$ cat config.mk
export PLATFORM = sky130hd
export DESIGN_NAME = dispatch
export DESIGN_NICKNAME = d
export VERILOG_FILES = /design/src/logic/isa_pkg.sv /design/src/logic/datapath_pkg.sv /design/src/logic/dispatch.sv /design/src/logic/fu_credits.sv /design/src/logic/reg_status_table.sv /design/src/logic/control_unit.sv
export SDC_FILE = /design/constraint.sdc
export NUM_CORES = 1
export LEC_CHECK = 0
export BUFFER_PORTS_ARGS = -buffer_cell sky130_fd_sc_hd__clkbuf_2
export CORE_ASPECT_RATIO = 0.6
export CORE_MARGIN = 4
export CORE_UTILIZATION = 44
export CTS_CLUSTER_DIAMETER = 200
export CTS_CLUSTER_SIZE = 24
export DETAILED_ROUTE_END_ITERATION = 8
export GPL_ROUTABILITY_DRIVEN = 1
export MAX_ROUTING_LAYER = met4
export PLACE_DENSITY_LB_ADDON = 0.12
export SLEW_MARGIN = 20
export SYNTH_ARGS = -nofsm -noshare
export SYNTH_HDL_FRONTEND = slang
export SYNTH_SLANG_ARGS = --single-unit
$ cat constraint.sdc
create_clock -name CLK -period 2.6 [get_ports CLK]
set_input_delay 0.52 -clock CLK [delete_from_list [all_inputs] [get_ports CLK]]
set_output_delay 0.52 -clock CLK [all_outputs]
set_load 0.01 [all_outputs]
$ cat src/logic/isa_pkg.sv
package isa_pkg;

    // raw instruction and register numbers
    typedef logic [31:0] word_t;
    typedef logic [4:0]  regbits_t;
    typedef logic [3:0]  matbits_t;
    typedef logic [6:0]  opcode_t;
    typedef logic [2:0]  fu_idx_t;

    // major opcodes, bits 6:0
    localparam opcode_t OP_ALU    = 7'b0110011;
    localparam opcode_t OP_ALUI   = 7'b0010011;
    localparam opcode_t OP_LOAD   = 7'b0000011;
    localparam opcode_t OP_STORE  = 7'b0100011;
    localparam opcode_t OP_BRANCH = 7'b1100011;
    localparam opcode_t OP_MLOAD  = 7'b0001011;
    localparam opcode_t OP_MSTORE = 7'b0101011;
    localparam opcode_t OP_GEMM   = 7'b1011011;

    // scalar field positions (lsb of each field)
    localparam int OPCODE_LSB = 0;
    localparam int RD_LSB     = 7;
    localparam int FUNCT3_LSB = 12;
    localparam int RS1_LSB    = 15;
    localparam int RS2_LSB    = 20;
    localparam int IMM_LSB    = 20;
    localparam int ALT_BIT    = 30;

    // matrix field positions, these overlap the scalar ones
    localparam int MRD_LSB = 28;
    localparam int MS1_LSB = 24;
    localparam int MS2_LSB = 20;
    localparam int MS3_LSB = 16;

    // functional units
    localparam int NUM_FU = 5;

    localparam fu_idx_t FU_ALU    = 3'd0;
    localparam fu_idx_t FU_LDST   = 3'd1;
    localparam fu_idx_t FU_BRANCH = 3'd2;
    localparam fu_idx_t FU_MLDST  = 3'd3;
    localparam fu_idx_t FU_GEMM   = 3'd4;

endpackage
$ cat src/logic/datapath_pkg.sv
package datapath_pkg;

    import isa_pkg::*;

    // producer tag, 0 means the register value is ready
    typedef logic [1:0] tag_t;

    localparam tag_t TAG_READY = 2'd0;

    // scalar producers
    localparam tag_t TAG_S_ALU  = 2'd1;
    localparam tag_t TAG_S_LDST = 2'd2;

    // matrix producers
    localparam tag_t TAG_M_GEMM = 2'd1;
    localparam tag_t TAG_M_LDST = 2'd2;

    // one bit per functional unit, indexed by fu_idx_t
    typedef logic [NUM_FU-1:0] fu_vec_t;

    // decoder output
    typedef struct packed {
        logic        legal;
        fu_idx_t     fu;
        logic        s_reg_write;
        logic        m_reg_write;
        logic [3:0]  alu_op;
        logic [11:0] imm;
    } decode_t;

    // writeback commit, clears table entries
    typedef struct packed {
        logic     s_rw_en;
        regbits_t s_rw;
        logic     m_rw_en;
        matbits_t m_rw;
    } wb_t;

    // payload to ALU, load/store and branch
    typedef struct packed {
        regbits_t    rd;
        regbits_t    rs1;
        regbits_t    rs2;
        tag_t        t1;
        tag_t        t2;
        logic [11:0] imm;
        logic [3:0]  alu_op;
    } s_issue_t;

    // payload to matrix load/store and GEMM
    typedef struct packed {
        matbits_t    rd;
        matbits_t    ms1;
        matbits_t    ms2;
        matbits_t    ms3;
        tag_t        t1;
        tag_t        t2;
        tag_t        t3;
        // scalar base and stride for matrix memory ops
        regbits_t    rs1;
        regbits_t    rs2;
        tag_t        st1;
        tag_t        st2;
        logic [10:0] imm;
    } m_issue_t;

endpackage

$ cat src/logic/dispatch.sv
`timescale 1ns/1ps

module dispatch
    import isa_pkg::*, datapath_pkg::*;
#(
    parameter int FU_CREDITS = 2
) (
    input  logic     CLK,
    input  logic     nRST,
    input  logic     instr_valid,
    input  word_t    instr,
    input  logic     flush,
    input  wb_t      wb,
    input  fu_vec_t  credit_ret,
    output logic     stall,
    output fu_vec_t  issue_valid,
    output s_issue_t s_issue,
    output m_issue_t m_issue
);

    decode_t dec;

    // register fields, scalar and matrix views of the same word
    regbits_t s_rd;
    regbits_t s_rs1;
    regbits_t s_rs2;
    matbits_t m_rd;
    matbits_t m_s1;
    matbits_t m_s2;
    matbits_t m_s3;

    // status table ports
    logic           s_di_write;
    tag_t           s_di_tag;
    logic           s_dest_busy;
    tag_t [1:0]     s_src_tag;
    logic           m_di_write;
    tag_t           m_di_tag;
    logic           m_dest_busy;
    tag_t [2:0]     m_src_tag;

    fu_vec_t  target;
    fu_vec_t  avail;
    fu_vec_t  take;
    logic     waw;
    logic     no_credit;
    logic     accept;
    logic     to_scalar;
    logic     to_matrix;
    s_issue_t n_s_issue;
    m_issue_t n_m_issue;

    control_unit u_cu (
        .instr (instr),
        .dec   (dec)
    );

    assign s_rd  = instr[RD_LSB +: $bits(regbits_t)];
    assign s_rs1 = instr[RS1_LSB +: $bits(regbits_t)];
    assign s_rs2 = instr[RS2_LSB +: $bits(regbits_t)];
    assign m_rd  = instr[MRD_LSB +: $bits(matbits_t)];
    assign m_s1  = instr[MS1_LSB +: $bits(matbits_t)];
    assign m_s2  = instr[MS2_LSB +: $bits(matbits_t)];
    assign m_s3  = instr[MS3_LSB +: $bits(matbits_t)];

    reg_status_table #(
        .NREGS (32),
        .SEL_W ($bits(regbits_t)),
        .NSRC  (2)
    ) u_rst_s (
        .CLK       (CLK),
        .nRST      (nRST),
        .di_write  (s_di_write),
        .di_sel    (s_rd),
        .di_tag    (s_di_tag),
        .wb_write  (wb.s_rw_en),
        .wb_sel    (wb.s_rw),
        .dest_sel  (s_rd),
        .src_sel   ({s_rs2, s_rs1}),
        .dest_busy (s_dest_busy),
        .src_tag   (s_src_tag)
    );

    reg_status_table #(
        .NREGS (16),
        .SEL_W ($bits(matbits_t)),
        .NSRC  (3)
    ) u_rst_m (
        .CLK       (CLK),
        .nRST      (nRST),
        .di_write  (m_di_write),
        .di_sel    (m_rd),
        .di_tag    (m_di_tag),
        .wb_write  (wb.m_rw_en),
        .wb_sel    (wb.m_rw),
        .dest_sel  (m_rd),
        .src_sel   ({m_s3, m_s2, m_s1}),
        .dest_busy (m_dest_busy),
        .src_tag   (m_src_tag)
    );

    fu_credits #(
        .FU_CREDITS (FU_CREDITS)
    ) u_credits (
        .CLK   (CLK),
        .nRST  (nRST),
        .take  (take),
        .give  (credit_ret),
        .avail (avail)
    );

    // illegal opcodes have no target, so they never wait on a credit
    assign target = dec.legal ? fu_vec_t'(1) << dec.fu : '0;

    assign waw       = (dec.s_reg_write && s_dest_busy) || (dec.m_reg_write && m_dest_busy);
    assign no_credit = |(target & ~avail);

    assign stall  = instr_valid && !flush && (waw || no_credit);
    assign accept = instr_valid && !flush && !waw && !no_credit;
    assign take   = accept ? target : '0;

    // destination becomes busy with the producer class of the unit
    assign s_di_write = accept && dec.s_reg_write;
    assign s_di_tag   = (dec.fu == FU_LDST) ? TAG_S_LDST : TAG_S_ALU;
    assign m_di_write = accept && dec.m_reg_write;
    assign m_di_tag   = (dec.fu == FU_MLDST) ? TAG_M_LDST : TAG_M_GEMM;

    assign to_scalar = take[FU_ALU] || take[FU_LDST] || take[FU_BRANCH];
    assign to_matrix = take[FU_MLDST] || take[FU_GEMM];

    always_comb begin
        n_s_issue.rd     = s_rd;
        n_s_issue.rs1    = s_rs1;
        n_s_issue.rs2    = s_rs2;
        n_s_issue.t1     = s_src_tag[0];
        n_s_issue.t2     = s_src_tag[1];
        n_s_issue.imm    = dec.imm;
        n_s_issue.alu_op = dec.alu_op;

        n_m_issue.rd  = m_rd;
        n_m_issue.ms1 = m_s1;
        n_m_issue.ms2 = m_s2;
        n_m_issue.ms3 = m_s3;
        n_m_issue.t1  = m_src_tag[0];
        n_m_issue.t2  = m_src_tag[1];
        n_m_issue.t3  = m_src_tag[2];
        // base and stride come from the scalar table
        n_m_issue.rs1 = s_rs1;
        n_m_issue.rs2 = s_rs2;
        n_m_issue.st1 = s_src_tag[0];
        n_m_issue.st2 = s_src_tag[1];
        n_m_issue.imm = dec.imm[10:0];
    end

    always_ff @(posedge CLK, negedge nRST) begin
        if (!nRST) begin
            issue_valid <= '0;
        end else begin
            issue_valid <= take;
        end
    end

    // payloads drop to zero whenever nothing goes to their side
    always_ff @(posedge CLK) begin
        s_issue <= to_scalar ? n_s_issue : '0;
        m_issue <= to_matrix ? n_m_issue : '0;
    end

    a_issue_onehot: assert property (
        @(posedge CLK) disable iff (!nRST)
        $onehot0(issue_valid)
    );

endmodule

$ cat src/logic/fu_credits.sv
`timescale 1ns/1ps

module fu_credits
    import isa_pkg::*, datapath_pkg::*;
#(
    parameter int FU_CREDITS = 1
) (
    input  logic    CLK,
    input  logic    nRST,
    input  fu_vec_t take,
    input  fu_vec_t give,
    output fu_vec_t avail
);

    localparam int CNT_W = $clog2(FU_CREDITS + 1);

    logic [CNT_W-1:0] count [NUM_FU];

    always_ff @(posedge CLK, negedge nRST) begin
        if (!nRST) begin
            for (int i = 0; i < NUM_FU; i++) begin
                count[i] <= CNT_W'(FU_CREDITS);
            end
        end else begin
            // take and give in one cycle cancel out
            for (int i = 0; i < NUM_FU; i++) begin
                if (take[i] && !give[i]) begin
                    count[i] <= count[i] - 1'b1;
                end else if (give[i] && !take[i]) begin
                    count[i] <= count[i] + 1'b1;
                end
            end
        end
    end

    always_comb begin
        for (int i = 0; i < NUM_FU; i++) begin
            avail[i] = (count[i] != '0);
        end
    end

    for (genvar i = 0; i < NUM_FU; i++) begin : g_check
        a_no_underflow: assert property (
            @(posedge CLK) disable iff (!nRST)
            take[i] |-> count[i] != '0
        );
        // a unit cannot hand back more slots than it was given
        a_no_overflow: assert property (
            @(posedge CLK) disable iff (!nRST)
            give[i] |-> count[i] != CNT_W'(FU_CREDITS)
        );
    end

endmodule

$ cat src/logic/reg_status_table.sv
`timescale 1ns/1ps

module reg_status_table
    import datapath_pkg::*;
#(
    parameter int NREGS = 32,
    parameter int SEL_W = 5,
    parameter int NSRC  = 2
) (
    input  logic                       CLK,
    input  logic                       nRST,
    input  logic                       di_write,
    input  logic [SEL_W-1:0]           di_sel,
    input  tag_t                       di_tag,
    input  logic                       wb_write,
    input  logic [SEL_W-1:0]           wb_sel,
    input  logic [SEL_W-1:0]           dest_sel,
    input  logic [NSRC-1:0][SEL_W-1:0] src_sel,
    output logic                       dest_busy,
    output tag_t [NSRC-1:0]            src_tag
);

    // one producer tag per register, nonzero means busy
    tag_t [NREGS-1:0] tags;

    always_ff @(posedge CLK, negedge nRST) begin
        if (!nRST) begin
            tags <= '0;
        end else begin
            if (wb_write) begin
                tags[wb_sel] <= TAG_READY;
            end
            // dispatch overrides a writeback to the same entry
            if (di_write) begin
                tags[di_sel] <= di_tag;
            end
        end
    end

    // reads see a same-cycle writeback as already cleared
    always_comb begin
        for (int i = 0; i < NSRC; i++) begin
            if (wb_write && wb_sel == src_sel[i]) begin
                src_tag[i] = TAG_READY;
            end else begin
                src_tag[i] = tags[src_sel[i]];
            end
        end
    end

    assign dest_busy = (tags[dest_sel] != TAG_READY) && !(wb_write && wb_sel == dest_sel);

    a_di_tag_nonzero: assert property (
        @(posedge CLK) disable iff (!nRST)
        di_write |-> di_tag != TAG_READY
    );

    // the WAW stall in dispatch must keep busy entries from being overwritten
    a_di_not_busy: assert property (
        @(posedge CLK) disable iff (!nRST)
        di_write |-> (tags[di_sel] == TAG_READY) || (wb_write && wb_sel == di_sel)
    );

endmodule

$ cat src/logic/control_unit.sv
`timescale 1ns/1ps

module control_unit
    import isa_pkg::*, datapath_pkg::*;
(
    input  word_t   instr,
    output decode_t dec
);

    opcode_t  opcode;
    regbits_t rd;

    assign opcode = instr[OPCODE_LSB +: $bits(opcode_t)];
    assign rd     = instr[RD_LSB +: $bits(regbits_t)];

    always_comb begin
        dec = '0;

        // alt bit on top of funct3
        dec.alu_op = {instr[ALT_BIT], instr[FUNCT3_LSB +: 3]};
        dec.imm    = instr[IMM_LSB +: 12];
        dec.legal  = 1'b1;

        case (opcode)
            OP_ALU, OP_ALUI: begin
                dec.fu          = FU_ALU;
                dec.s_reg_write = 1'b1;
            end
            OP_LOAD: begin
                dec.fu          = FU_LDST;
                dec.s_reg_write = 1'b1;
            end
            OP_STORE: begin
                dec.fu = FU_LDST;
            end
            OP_BRANCH: begin
                dec.fu = FU_BRANCH;
            end
            OP_MLOAD: begin
                dec.fu          = FU_MLDST;
                dec.m_reg_write = 1'b1;
            end
            OP_MSTORE: begin
                dec.fu = FU_MLDST;
            end
            OP_GEMM: begin
                dec.fu          = FU_GEMM;
                dec.m_reg_write = 1'b1;
            end
            default: begin
                // unknown opcode, dispatch drops it
                dec.legal = 1'b0;
            end
        endcase

        // x0 is hardwired, no result to track
        if (rd == '0) begin
            dec.s_reg_write = 1'b0;
        end
    end

endmodule

==> impl_metrics.tcl <==
set metrics [dict create \
    reg2regPathDepth 13 \
    synth.avg_cell_area_um2 9.78 \
    n_fill_cell 1939 \
    cts_buffers 17 \
    rrSetupSlack_ps -140 \
    synthFlopType "dfrtp_1" \
    fin_total_pwr_mw 6.36 \
    n_antenna_cell 0 \
    final_nets 1279 \
    globalRouteOverflowTotal 0 \
    violations "negative setup slack" \
    startpoint_type "flop" \
    synth_top_cell_area_share_pct 26.9 \
    hold_violations 0 \
    worstSkewPairLatency_ps 450 \
    worst_slew_pin_slew_ps 893 \
    synth_cells 1010 \
    io_pins 140 \
    synth_area_leaders "dfrtp_1 27%, mux4_2 16%, dfxtp_1 11%" \
    gp_congestion 1.00 \
    post-route-util_pct 57.4 \
    routed_wl_mm 38.1 \
    crit_slowest_cell "mux4_2" \
    yosysSeqAreaShare_pct 39.6 \
    holdCritPathClass "input pin to async pin" \
    netlist_top_cells_count "200 x nand2_1, 106 x dfrtp_1, 72 x mux4_2, 63 x nor2_1, 60 x nor3_1" \
    cellPowerDensity_mw_per_mm2 501 \
    die_y_um 124 \
    io_buffers 139 \
    cp.arrival_ps 2380 \
    critical_path.max_stage_delay_ps 440 \
    die_area_mm2 0.0250 \
    drv_cap 0 \
    cts.sinks 167 \
    ir_drop_uv 476 \
    yosysWarnings 0 \
    synthArstFlopShare_pct 66.5 \
    syn_area_mm2 0.00987 \
    synth_seq_cells 167 \
    setup_viol 9 \
    synth_cell_types 58 \
    critPathCaptureType "output pin" \
    antenna_found_initial 0 \
    synth_edf_count 0 \
    path_class "flop to output pin" \
    area_growth_pct 28.4 \
    drive_gt1_share_pct 37.2 \
    fin_skew_ps 10.7 \
    die_w_um 201 \
    drtAntennaViolNets 0 \
    drt_iter0_markers 1286 \
    dp_hpwl_mm 27.7 \
    period_needed_ps 2900 \
    yosysMostFrequentCell "nand2_1" \
    ctsHoldBuffers 0 \
    dr.pass1.iters 5 \
    slew_headroom_pct 40.1 \
    cts_root_buffer "clkbuf_16" \
    initial_core_util_pct 44.7 \
    rows 42 \
    power.leakage_nw 5.38 \
    outcome "complete, but fails checks" \
    maxSlewViolCount 0 \
    grt_pass1_vias 8806 \
    crit_fanout 3 \
    finalCritPeriodShare_pct 111 \
    required_ps 2080 \
    fp.coreArea_mm2 0.0221 \
    finalWorstSetupSlack_ps -297 \
    syn-num-nets 1067 \
    crit_chain "buf_6 -> nor2_4 -> mux4_2 -> or2_1 -> a211o_1 -> o211ai_4 -> o21a_4 -> buf_8" \
    htreeDepth 4 \
    rr_endpoint "u_credits.count[9]" \
    grt_usage_pct 31.1 \
    clk_path_buf_depth 2 \
    wl_per_cell_um 25.0 \
    grt_max_degree 70 \
    dr_total_vias 9463 \
    worstReg2RegStart "u_rst_s.tags[24]" \
    hold_slack_ps 40.5 \
    cts_tree "done" \
    max_freq_ghz 0.345 \
    drc 0 \
    path_clk_slew_ps 80 \
    rsz0062_at_grt "yes" \
    vias_per_cell 6.22 \
    grt_pass1_wl_mm 56.2 \
    synth_top_area_cell "dfrtp_1" \
]
==> flip-flops by register name, summed over array words and instances, names as in the netlist <==
signal           flops
u_rst_s.tags        64
u_rst_m.tags        32
s_issue             29
m_issue             27
u_credits.count     10
issue_valid          5
==> worst max-delay path by stage <==
| stage | startpoint | to | slack, ps | cells after the start |
|---|---|---|---|---|
| 2_1_floorplan | instr[10] | u_credits.count[7] | -70 | 12 |
| 3_3_place_gp | instr[8] | u_credits.count[3] | -490 | 10 |
| 3_5_place_dp | instr[8] | u_credits.count[9] | -520 | 11 |
| 4_1_cts | u_rst_s.tags[24] | stall | -320 | 8 |
| 5_1_grt | u_rst_s.tags[24] | stall | -380 | 8 |
| 6_report | u_rst_s.tags[24] | stall | -300 | 8 |
==> cell usage in the layout, fill, tap and decap left out, types with 36 or more instances in the layout <==
master	count
nand3_1	36
nor2_1	57
dfxtp_1	56
nor3_1	55
nand2_1	200
dfrtp_1	106
o31ai_1	40
mux4_2	72
buf_4	155
o41ai_1	36
clkbuf_2	137
==> metal layers <==
metal  up-vias  global-route usage [%]  routed length [um]  share of wire, %
met5         -                       -                   0                 0
met2       647                    39.3               14500                38
met1      4636                    46.7               17500                46
li1       4140                       -                   -                 -
met3        40                    12.8                5660                15
met4         0                    4.82                 404               1.1
==> cell type report <==
type,instances,area (um^2),share of cell area [%]
well taps,286,358,2.82
clock inverters,12,106,0.839
multi-input cells,717,5600,44.1
inverters,9,33.8,0.267
repair buffers,310,2180,17.2
clock buffers,20,500,3.95
flip-flops and latches,167,3910,30.8
==> worst max-delay path: cells and delay by family, from the launching register on <==
kind,cells,cell delay [ps]
AND/OR/NAND/NOR,2,280
flip-flops,1,390
buffers and inverters,2,230
multiplexers,1,440
AO/OA/AOI/OAI,3,590
==> kinds of logic (layout without fill, tap and decap cells) <==
logic type                 Yosys count  in the layout  synth area share, %
AOI/OAI and AO/OA                  147            147                 11.8
xor gates and xnor gates            47             47                 4.17
adders and majority gates            5              5                0.634
buffers and inverters              126            351                 6.36
DFF                                167            167                 39.6
muxes                               76             76                 16.8
and+or+nand+nor                    442            442                 20.6
==> power by group <==
group          total, mW  internal (mW)  switching, mW
clock network       2.67           1.50           1.17
logic              0.887          0.375          0.512
registers           2.80           2.71         0.0912
==> repair_timing <==
action,CTS,global route
gates resized for setup,19,23
gates cloned,0,1
pin swaps,9,0
setup buffers,5,1
setup endpoints to repair,15,86
==> through the flow <==
| step | cells | setup TNS, ps | setup slack, ps | cell area [um^2] |
|---|---|---|---|---|
| detailed placement | 1482 | -41580 | -517 | 11800 |
| CTS | 1519 | -822 | -323 | 12500 |
| global placement | 1482 | -36520 | -489 | 11800 |
| finish | 1521 | -958 | -297 | 12700 |
| floorplan | 1010 | -382 | -70.8 | 10100 |
| global route | 1521 | -2270 | -381 | 12700 |
(Power assumes the default switching activity.)
